$ cat src/common/uartPkg.sv
////////////////////////////////////////////////////////////////////////////
// uart package
// character format constants and the packed types that the serial
// peripheral passes between its receiver, FIFOs and processor port
////////////////////////////////////////////////////////////////////////////

package uartPkg;

	////////////////////////////////////////////////////////////////////////////
	// character format
	////////////////////////////////////////////////////////////////////////////

	localparam int dataBits = 8;		// data bits per character
	localparam int osTicks = 16;		// sampling ticks per bit period
	localparam int sbTick = 16;			// ticks in stop, 16 = one stop bit

	////////////////////////////////////////////////////////////////////////////
	// payload types
	////////////////////////////////////////////////////////////////////////////

	typedef logic [dataBits-1:0] uartByte_t;	// one data character

	// one received character as queued in the rx FIFO
	typedef struct packed {
		logic framingError;		// stop bit sampled low
		uartByte_t data;		// received byte, bit 0 arrived first
	} rxEntry_t;

	// processor-visible status word
	typedef struct packed {
		logic rxNotEmpty;		// at least one entry waiting
		logic rxFull;			// rx FIFO cannot take more
		logic txFull;			// tx FIFO cannot take more
		logic overrun;			// sticky, a received byte was dropped
	} uartStatus_t;

endpackage
$ cat src/hdl/uartPeriph.sv
////////////////////////////////////////////////////////////////////////////
// uart peripheral top level
// tick generator, receiver and transmitter each with a FIFO,
// register-style processor port with status and sticky overrun
////////////////////////////////////////////////////////////////////////////

`timescale 1ns/1ps

module uartPeriph #(
	parameter int clkDiv = 4,			// system clocks per 16x tick
	parameter int fifoDepthLog = 4		// log2 of each FIFO depth
) (
	input logic clk,
	input logic reset,
	input logic wrStrobe,				// queue wrData for sending
	input uartPkg::uartByte_t wrData,
	input logic rdStrobe,				// drop the entry on rdData
	output uartPkg::rxEntry_t rdData,	// oldest received entry
	output uartPkg::uartStatus_t status,
	input logic rx,
	output logic tx
);

	import uartPkg::*;

	logic sTick;
	logic rxDoneTick;
	rxEntry_t rxEntry;
	logic rxEmpty, rxFull;
	logic txEmpty, txFull, txPop;
	uartByte_t txHead;
	logic overrunReg;

	baudGen #(.clkDiv(clkDiv)) baudGen_i (
		.clk(clk), .reset(reset), .sTick(sTick)
	);

	////////////////////////////////////////////////////////////////////////////
	// receive path
	////////////////////////////////////////////////////////////////////////////

	uartRec uartRec_i (
		.clk(clk), .reset(reset), .sTick(sTick), .rx(rx),
		.rxDoneTick(rxDoneTick), .rxEntry(rxEntry)
	);

	uartFifo #(.entry_t(rxEntry_t), .fifoDepthLog(fifoDepthLog)) rxFifo_i (
		.clk(clk), .reset(reset), .push(rxDoneTick), .pushData(rxEntry),
		.pop(rdStrobe), .head(rdData), .empty(rxEmpty), .full(rxFull)
	);

	// lost character, held until reset
	always_ff @(posedge clk or posedge reset)
	begin
		if (reset)
			overrunReg <= 1'b0;
		else if (rxDoneTick && rxFull)
			overrunReg <= 1'b1;
	end

	////////////////////////////////////////////////////////////////////////////
	// transmit path
	////////////////////////////////////////////////////////////////////////////

	uartFifo #(.entry_t(uartByte_t), .fifoDepthLog(fifoDepthLog)) txFifo_i (
		.clk(clk), .reset(reset), .push(wrStrobe), .pushData(wrData),
		.pop(txPop), .head(txHead), .empty(txEmpty), .full(txFull)
	);

	uartTrans uartTrans_i (
		.clk(clk), .reset(reset), .sTick(sTick), .txEmpty(txEmpty),
		.txHead(txHead), .txPop(txPop), .tx(tx)
	);

	assign status = '{rxNotEmpty: !rxEmpty, rxFull: rxFull, txFull: txFull,
		overrun: overrunReg};

endmodule

$ cat src/hdl/uartFifo.sv
////////////////////////////////////////////////////////////////////////////
// first-word-fall-through FIFO
// circular buffer, head visible while not empty, entry type is a parameter
////////////////////////////////////////////////////////////////////////////

`timescale 1ns/1ps

module uartFifo #(
	parameter type entry_t = logic [7:0],	// payload of one slot
	parameter int fifoDepthLog = 4			// depth = 2**fifoDepthLog
) (
	input logic clk,
	input logic reset,
	input logic push,					// write strobe
	input entry_t pushData,
	input logic pop,					// consume head
	output entry_t head,				// oldest entry valid when !empty
	output logic empty,
	output logic full
);

	localparam int depth = 2 ** fifoDepthLog;

	entry_t mem [depth];				// entry storage
	logic [fifoDepthLog:0] wrPtr;		// extra msb tells full from empty
	logic [fifoDepthLog:0] rdPtr;
	logic doPush, doPop;

	// strobes against a full or empty queue are dropped
	assign doPush = push && !full;
	assign doPop = pop && !empty;

	////////////////////////////////////////////////////////////////////////////
	// pointers
	////////////////////////////////////////////////////////////////////////////

	always_ff @(posedge clk or posedge reset)
	begin
		if (reset)
		begin
			wrPtr <= '0;
			rdPtr <= '0;
		end
		else
		begin
			if (doPush)
				wrPtr <= wrPtr + 1'b1;
			if (doPop)
				rdPtr <= rdPtr + 1'b1;	// head moves next cycle
		end
	end

	always_ff @(posedge clk)
	begin
		if (doPush)
			mem[wrPtr[fifoDepthLog-1:0]] <= pushData;
	end

	////////////////////////////////////////////////////////////////////////////
	// flags and head
	////////////////////////////////////////////////////////////////////////////

	assign empty = (wrPtr == rdPtr);
	assign full = (wrPtr[fifoDepthLog] != rdPtr[fifoDepthLog]) &&
		(wrPtr[fifoDepthLog-1:0] == rdPtr[fifoDepthLog-1:0]);	// wrapped once

	assign head = mem[rdPtr[fifoDepthLog-1:0]];	// fall-through read

endmodule

$ cat src/uart/uartTrans.sv
////////////////////////////////////////////////////////////////////////////
// uart transmitter
// pops bytes from the tx FIFO and sends start, data lsb first and stop,
// every bit timed on the shared 16x tick
////////////////////////////////////////////////////////////////////////////

`timescale 1ns/1ps

module uartTrans (
	input logic clk,
	input logic reset,
	input logic sTick,					// 16x sampling tick
	input logic txEmpty,				// tx FIFO has nothing queued
	input uartPkg::uartByte_t txHead,	// FIFO head, fall-through
	output logic txPop,					// one cycle, head consumed
	output logic tx						// serial line, idle high
);

	import uartPkg::*;

	localparam int sWidth = (sbTick > osTicks) ? $clog2(sbTick) : $clog2(osTicks);
	localparam int nWidth = $clog2(dataBits);

	typedef enum logic [1:0] {stIdle, stStart, stData, stStop} state_t;

	state_t stateReg, stateNext;
	logic [sWidth-1:0] sReg, sNext;		// ticks within current bit
	logic [nWidth-1:0] nReg, nNext;		// data bits sent
	uartByte_t bReg, bNext;				// outgoing shift register
	logic txReg, txNext;				// registered line driver

	always_ff @(posedge clk or posedge reset)
	begin
		if (reset)
		begin
			stateReg <= stIdle;
			sReg <= '0;
			nReg <= '0;
			txReg <= 1'b1;				// line idle
		end
		else
		begin
			stateReg <= stateNext;
			sReg <= sNext;
			nReg <= nNext;
			txReg <= txNext;
		end
	end

	always_ff @(posedge clk)
		bReg <= bNext;

	////////////////////////////////////////////////////////////////////////////
	// FSM, tx changes one cycle after the tick that ends a bit
	////////////////////////////////////////////////////////////////////////////

	always_comb
	begin
		stateNext = stateReg;
		sNext = sReg;
		nNext = nReg;
		bNext = bReg;
		txNext = txReg;
		txPop = 1'b0;

		case (stateReg)
			stIdle:
				txPop = sTick && !txEmpty;	// start aligned to a tick
			stStart:
				if (sTick)
				begin
					if (sReg == sWidth'(osTicks - 1))
					begin
						stateNext = stData;
						sNext = '0;
						nNext = '0;
						txNext = bReg[0];	// first data bit
					end
					else
						sNext = sReg + 1'b1;
				end
			stData:
				if (sTick)
				begin
					if (sReg == sWidth'(osTicks - 1))
					begin
						sNext = '0;
						bNext = bReg >> 1;
						if (nReg == nWidth'(dataBits - 1))
						begin
							stateNext = stStop;
							txNext = 1'b1;	// stop level
						end
						else
						begin
							nNext = nReg + 1'b1;
							txNext = bReg[1];	// bit after the one just sent
						end
					end
					else
						sNext = sReg + 1'b1;
				end
			stStop:
				if (sTick)
				begin
					if (sReg == sWidth'(sbTick - 1))
					begin
						stateNext = stIdle;
						txPop = !txEmpty;	// chain next byte, no gap
					end
					else
						sNext = sReg + 1'b1;
				end
			default:
				stateNext = stIdle;
		endcase

		// load head and start the frame, shared by idle and end of stop
		if (txPop)
		begin
			bNext = txHead;
			sNext = '0;
			txNext = 1'b0;				// start bit
			stateNext = stStart;
		end
	end

	assign tx = txReg;

endmodule

$ cat src/uart/uartRec.sv
////////////////////////////////////////////////////////////////////////////
// uart receiver
// oversampling four-state FSM, samples each bit at its middle,
// flags a low stop bit as a framing error
////////////////////////////////////////////////////////////////////////////

`timescale 1ns/1ps

module uartRec (
	input logic clk,
	input logic reset,
	input logic sTick,					// 16x sampling tick
	input logic rx,						// serial line idling high
	output logic rxDoneTick,			// one cycle pulse with a valid entry
	output uartPkg::rxEntry_t rxEntry
);

	import uartPkg::*;

	localparam int sWidth = (sbTick > osTicks) ? $clog2(sbTick) : $clog2(osTicks);
	localparam int nWidth = $clog2(dataBits);

	typedef enum logic [1:0] {stIdle, stStart, stData, stStop} state_t;

	state_t stateReg, stateNext;
	logic [sWidth-1:0] sReg, sNext;		// tick counter within a bit
	logic [nWidth-1:0] nReg, nNext;		// data bit counter
	uartByte_t bReg, bNext;				// shift register
	logic ferrReg, ferrNext;			// framing error of current char
	logic rxMeta, rxSync, rxPrev;		// line synchronizer and edge history

	////////////////////////////////////////////////////////////////////////////
	// registers
	////////////////////////////////////////////////////////////////////////////

	always_ff @(posedge clk or posedge reset)
	begin
		if (reset)
		begin
			stateReg <= stIdle;
			sReg <= '0;
			nReg <= '0;
			ferrReg <= 1'b0;
			rxMeta <= 1'b1;				// line idles high
			rxSync <= 1'b1;
			rxPrev <= 1'b1;
		end
		else
		begin
			stateReg <= stateNext;
			sReg <= sNext;
			nReg <= nNext;
			ferrReg <= ferrNext;
			rxMeta <= rx;				// rx is asynchronous to clk
			rxSync <= rxMeta;
			rxPrev <= rxSync;
		end
	end

	always_ff @(posedge clk)
		bReg <= bNext;					// received data bits

	////////////////////////////////////////////////////////////////////////////
	// next state logic
	////////////////////////////////////////////////////////////////////////////

	always_comb
	begin
		stateNext = stateReg;
		sNext = sReg;
		nNext = nReg;
		bNext = bReg;
		ferrNext = ferrReg;
		rxDoneTick = 1'b0;

		case (stateReg)
			stIdle:
				if (rxPrev && !rxSync)	// falling edge = start bit
				begin
					stateNext = stStart;
					sNext = '0;
				end
			stStart:
				if (sTick)
				begin
					if (sReg == sWidth'(osTicks/2 - 1))	// middle of start bit
					begin
						stateNext = stData;
						sNext = '0;
						nNext = '0;
					end
					else
						sNext = sReg + 1'b1;
				end
			stData:
				if (sTick)
				begin
					if (sReg == sWidth'(osTicks - 1))	// middle of next bit
					begin
						sNext = '0;
						bNext = {rxSync, bReg[dataBits-1:1]};	// lsb first
						if (nReg == nWidth'(dataBits - 1))
							stateNext = stStop;
						else
							nNext = nReg + 1'b1;
					end
					else
						sNext = sReg + 1'b1;
				end
			stStop:
				if (sTick)
				begin
					if (sReg == sWidth'(osTicks - 1))
						ferrNext = !rxSync;	// mid of first stop bit
					if (sReg == sWidth'(sbTick - 1))
					begin
						stateNext = stIdle;	// a low line must rise before next start
						rxDoneTick = 1'b1;
					end
					else
						sNext = sReg + 1'b1;
				end
			default:
				stateNext = stIdle;
		endcase
	end

	// flag taken from the next value as sample and done share a tick for one stop bit
	assign rxEntry.data = bReg;
	assign rxEntry.framingError = ferrNext;

endmodule

$ cat src/uart/baudGen.sv
////////////////////////////////////////////////////////////////////////////
// baud tick generator
// divides the system clock down to the 16x oversampling tick
// shared by receiver and transmitter
////////////////////////////////////////////////////////////////////////////

`timescale 1ns/1ps

module baudGen #(
	parameter int clkDiv = 4			// system clocks per sampling tick
) (
	input logic clk,
	input logic reset,
	output logic sTick				// one cycle high every clkDiv cycles
);

	localparam int cntWidth = (clkDiv > 1) ? $clog2(clkDiv) : 1;

	logic [cntWidth-1:0] cntReg;		// free-running divider
	logic tickReg;

	always_ff @(posedge clk or posedge reset)
	begin
		if (reset)
		begin
			cntReg <= '0;
			tickReg <= 1'b0;
		end
		else if (cntReg == cntWidth'(clkDiv - 1))
		begin
			cntReg <= '0;				// wrap
			tickReg <= 1'b1;			// and fire the tick
		end
		else
		begin
			cntReg <= cntReg + 1'b1;
			tickReg <= 1'b0;
		end
	end

	assign sTick = tickReg;			// tick follows the wrap by one cycle

endmodule

$ cat config.mk
export PLATFORM = sky130hd
export DESIGN_NAME = uartPeriph
export DESIGN_NICKNAME = d
export VERILOG_FILES = /design/src/common/uartPkg.sv /design/src/hdl/uartPeriph.sv /design/src/hdl/uartFifo.sv /design/src/uart/uartTrans.sv /design/src/uart/uartRec.sv /design/src/uart/baudGen.sv
export SDC_FILE = /design/constraint.sdc
export NUM_CORES = 1
export LEC_CHECK = 0
export BUFFER_PORTS_ARGS = -buffer_cell sky130_fd_sc_hd__buf_4
export CORE_UTILIZATION = 43
export DETAILED_ROUTE_END_ITERATION = 7
export PLACE_DENSITY = 0.72
export RECOVER_POWER = 100
export SETUP_SLACK_MARGIN = 0.05
export SLEW_MARGIN = 25
export SYNTH_ARGS = -nofsm -noshare
export SYNTH_HDL_FRONTEND = slang
export SYNTH_SLANG_ARGS = --single-unit
$ cat constraint.sdc
create_clock -name clk -period 2.7 [get_ports clk]
set_clock_uncertainty 0.2 [all_clocks]
set_input_delay 0.675 -clock clk [delete_from_list [all_inputs] [get_ports clk]]
set_output_delay 0.675 -clock clk [all_outputs]
set_load 0.02 [all_outputs]
; Yosys cells after proc, flatten, opt, wreduce, memory -nomap -nowiden
; Memory sizes are Yosys's and may differ from the RTL's.
; Cells that the tools add are included.
[word_totals]
ff_bits = 63
latch_bits = 0
ram_bits = 272
rom_bits = 0
inputBits = 13
output_inout_bits = 14
memories = 2
[classes]
addsub = 9
multipliers = 0
div_mod_pow = 0
order_cmp = 0
n_eq_ne = 42
shift = 0
n_mux = 70
bitwise_logic = 0
reduce_logical = 34
[mem_list]
columns = memory, depth, width, rd, rd_ports_with_merged_regs, write_ports, line_no
row1 = rxFifo_i.mem, 16, 9, 1, 0, 1, uartFifo.sv:24  ; entry_t mem [depth];
row2 = txFifo_i.mem, 16, 8, 1, 0, 1, uartFifo.sv:24
[ops]
columns = cell, n
row1 = $mux W4, 12
row2 = $mux W2, 17
row3 = $mux W8, 4
row4 = $mux W3, 10
row5 = $add A5 B1 Y5 const B, 4
row6 = $mux W1, 19
row7 = $ne A2 B2 Y1 const B, 8
row8 = $pmux W4 S4, 1
row9 = $reduce_and A8 Y1, 2
row10 = $ne A2 B1 Y1 const B, 7
row11 = $ne A3 B2 Y1 const B, 4
row12 = $ne A3 B3 Y1 const B, 4
row13 = $pmux W3 S2, 2
row14 = $reduce_and A6 Y1, 2
row15 = $eq A2 B2 Y1 const B, 5
row16 = $eq A5 B5 Y1, 2
row17 = $reduce_and A5 Y1, 2
row18 = $reduce_bool A2 Y1, 5
row19 = $logic_and A1 B1 Y1, 9
row20 = $add A4 B1 Y4 const B, 2
row21 = $eq A4 B4 Y1, 2
row22 = $eq A4 B4 Y1 const B, 2
row23 = $pmux W2 S4, 1
row24 = $pmux W4 S2, 1
row25 = 16 further kinds, 28

; Depth between registers and ports, before layout
[depth]
depth_word = 7
ltp_mapped = 9
depth_no_buf = 7

; Modules after synthesis
; A second synthesis with hierarchy kept.
[unflattened]
cells_unflattened = 771
hier_area_um2 = 14122.3
[modules_own_cells]
columns = mod, instances, cells_each, area_per_inst_um2, seq_area_each_um2
row1 = uartFifo at rxFifo_i, 1, 303, 6129.6, 4574.4
row2 = uartFifo at txFifo_i, 1, 278, 5654.2, 4093.9
row3 = uartTrans, 1, 96, 1119.8, 491.7
row4 = uartRec, 1, 81, 1061.0, 569.3
row5 = baudGen, 1, 6, 95.1, 75.1
row6 = uartPeriph, 1, 7, 62.6, 25.0

; Worst setup path after synthesis
; No wires, ideal clock.
[synth_timing]
path_type = register -> register
start = reg uartRec_i.sReg[0]
end = mem rxFifo_i.mem[0][0] in the netlist's numbering, enable pin
setup_time_ns = 0.387
arrival_time_ns = 2.177
required_time_ns = 2.113
setup_slack_ns = -0.063
path_stages_with_launch = 8
n_path_buf = 1
period_less_slack_ns = 2.763
cell_sequence = dfrtp_1 -> ha_1 -> and3_1 -> and3_1 -> a21boi_2 -> buf_2 -> nand2_1 -> nor3_1
[synth_via]
elab_chain_cells = 7
[synth_rtl]
columns = item, line_no
row1 = start: declaration, uartRec.sv:26  ; logic [sWidth-1:0] sReg, sNext;
row2 = start signal: assignment, uartRec.sv:51  ; sReg <= sNext;
row3 = $eq A4 B4 Y1, uartRec.sv:115  ; if (sReg == sWidth'(sbTick - 1))
row4 = $mux W1, uartRec.sv:115
row5 = $mux W1, uartRec.sv:111  ; if (sTick)
row6 = $mux W1, uartRec.sv:76  ; case (stateReg)
row7 = $logic_and A1 B1 Y1, uartFifo.sv:30  ; assign doPush = push && !full;
row8 = $mux W1, uartFifo.sv:55  ; if (doPush)
row9 = $mux W1 (implied by the code), uartFifo.sv:56  ; mem[wrPtr[fifoDepthLog-1:0]] <= pushData;
row10 = end: declaration, uartFifo.sv:24
; No other way between the ends.

==> impl_metrics.toml <==
[finish]
finalInstanceArea_um2 = 16200
final_common_cell = "edfxtp_1"
final_cells = 1295
fin_nets = 908
drive_above_1_share = 0.245
final_cell_mix = "edfxtp_1 (288), mux4_2 (55), buf_4 (47), dfrtp_1 (38), clkbuf_16 (36)"
n_fill_cell = 2512
n_antenna_cell = 0
syn2layout_area_growth_pct = 16.1

[synthesis]
ys_types = 54
synth_area_per_cell_um2 = 17.8
synth_nets = 824
synth_top_area_share = 0.621
synth_seq_cells = 335
seq_area_frac_synth = 0.706
synth_area_leaders = "edfxtp_1 (62%), mux4_2 (8.9%), dfrtp_1 (7.7%)"
synth_warnings = 0
syn_inst = 784
syn_area_um2 = 13900
synth_enable_flop_cells = 288
yosys.area.top_type = "edfxtp_1"
synthArstFlopShare = 0.140
synthFlopType = "edfxtp_1"

[worst_setup_path]
regToRegSetupSlack_ps = -270
reg2reg_from = "txFifo_i.wrPtr[3]$_DFFE_PP0P_"
arrival_ps = 2320
reg2reg_depth = 7
startpoint_type = "register"
crit_path_end_kind = "output pin"
path_class = "reg2out"
crit_fanout = 10
startpoint = "rxFifo_i.rdPtr[0]$_DFFE_PP0P_"
rr_endpoint = "txFifo_i.rdPtr[1]$_DFFE_PP0P_"
required_ps = 1820

[place]
hpwl_um = 16400
placed_cells = 1215
dpl_cell_area_um2 = 14900
gp_congestion = 0.763
io_buffers = 26

[grt]
antenna_found_initial = 0
grt_max_degree = 49
grt_first_pass_wirelength_um = 41600
grt_pass1_vias = 7111
track_usage = 0.166
overflow = 0

[clocking]
numClockSinks = 335
cts_buffers = 35
clock_latency_ps = 520
clock_path_buffers = 3
root_buffer = "clkbuf_16"
ctsHoldBuffers = 0
cts_max_level = 2
cts_tree = "yes"
cts.clk_slew.worst_paths_ps = 60

[routing]
vias_per_cell = 5.50
vias = 7119
ant_nets = 0
drcViolationCount = 0
wl_per_cell_um = 20.9
first_iter_violations = 547
wl_um = 27000
drt_pass1_iterations = 4

[power_and_ir_drop]
power_per_cell_area_nw_per_um2 = 967
vdd_drop_max_mv = 0.778
p_leak_uw = 0.00570

[hold_path]
holdPathStages = 1
min_to = "uartRec_i.rxMeta$_DFF_PP1_"
hold_class = "in2reg"
min_from = "rx"

[outcome]
violations = "negative setup slack"
status = "finished, violations left"

[floorplanning]
fp-row-count = 65
dieHeight_um = 182
io_pins = 27
initial_core_util = 0.439
core_um2 = 31700
die_area_um2 = 33100
die_w_um = 182

[timing]
slew_viol_final = 0
worst_slack_ps = -497
worstMarginPinSlew_ps = 1480
hold_viol = 0
fin_crit_ps = 3200
relSlewSlack = 0.0111
whs_ps = 77.1
finalSetupViolations = 41
fmax_ghz = 0.313
rsz0062_at_grt = "yes"
post-route-period-util = 1.18

[run]
max_cap_viol_count = 0
[critical path, stage by stage, from the launching register on]
cell      delay, ps
dfrtp_2         470
buf_12          180
mux4_2          480
nor2b_1         150
a211oi_1        240
a21oi_1         110
buf_4           190
[metal layers]
layer,global-route usage,part of all wire,routed length [um]
met5,0,0,0
met2,0.270,0.48,13000
met1,0.235,0.46,12400
met4,0.0363,0.016,422
met3,0.0275,0.046,1250
[timing repair]
item,CTS,global route
pin swaps,6,1
gates cloned,2,1
setup endpoints to repair,27,85
gates resized for setup,23,3
setup buffers,10,5
[cells by family (layout without fill, tap and decap cells)]
group                    Yosys count  in the layout  synth area share
multiplexers                      93             93             0.124
adder cells (fa/ha/maj)           27             27            0.0243
buffers and inverters             59            167            0.0229
AO/OA/AOI/OAI                     94             95            0.0474
XOR/XNOR                          28             28            0.0176
flip-flops                       335            335             0.706
AND/OR/NAND/NOR                  148            148            0.0575
[synthesized netlist by cell type, types with 8 or more instances]
| cell type | instances |
|---|---|
| xnor2_1 | 16 |
| nand2_1 | 26 |
| mux4_2 | 55 |
| edfxtp_1 | 288 |
| clkbuf_1 | 12 |
| mux2i_1 | 20 |
| o21ai_0 | 9 |
| xor2_1 | 12 |
| mux2_2 | 12 |
| buf_2 | 12 |
| a211oi_1 | 16 |
| nor2b_1 | 29 |
| nor2_1 | 30 |
| nor3_1 | 8 |
| ha_1 | 27 |
| buf_4 | 12 |
| a21oi_1 | 30 |
| dfrtp_1 | 43 |
| and3_1 | 27 |
| inv_1 | 16 |
[final cells by class]
class                      instances  area, um^2  share of cell area
clock buffer                      42         943              0.0584
clock inverter                    20         211              0.0131
inverter                          16        60.1             0.00372
multi-input combinational        391        3810               0.236
sequential                       335        9840               0.608
tap                              402         503              0.0311
timing repair buffer              89         802              0.0496
[flip-flops by register name (all words and copies together), names as in the netlist, 4 cells and up]
name,count
uartTrans_i.bReg,8
uartRec_i.bReg,8
rxFifo_i.wrPtr,5
uartTrans_i.sReg,4
uartRec_i.sReg,4
rxFifo_i.mem,144
txFifo_i.rdPtr,5
txFifo_i.mem,128
txFifo_i.wrPtr,5
rxFifo_i.rdPtr,5
[how the worst max path moves through the flow]
| stage | end | slack [ps] | cells past startpoint |
|---|---|---|---|
| after CTS | rdData[7] | -500 | 6 |
| after global routing | rdData[4] | -570 | 6 |
| final | rdData[5] | -500 | 6 |
| after floorplan | rxFifo_i.mem[0][0]$_DFFE_PP_ | -60 | 7 |
| after detailed placement | rdData[3] | 30 | 6 |
| after global placement | rdData[5] | 50 | 6 |
[stage by stage]
step | util | setup slack (ps) | total power (uW) | setup TNS [ps]
floorplan | - | -63.2 | 9320 | -1710
global placement | 0.470 | 51.8 | 10500 | 0
detailed placement | 0.470 | 31.6 | 10600 | 0
CTS | 0.513 | -496 | 15800 | -4360
global route | 0.510 | -569 | 16300 | -40050
finish | 0.510 | -497 | 15600 | -7780
[where the power goes]
| group | internal (uW) | switching, uW |
|---|---|---|
| clock network | 2880 | 1940 |
| logic | 2200 | 2340 |
| registers | 6020 | 249 |
Power figures use the tool's default switching activity.
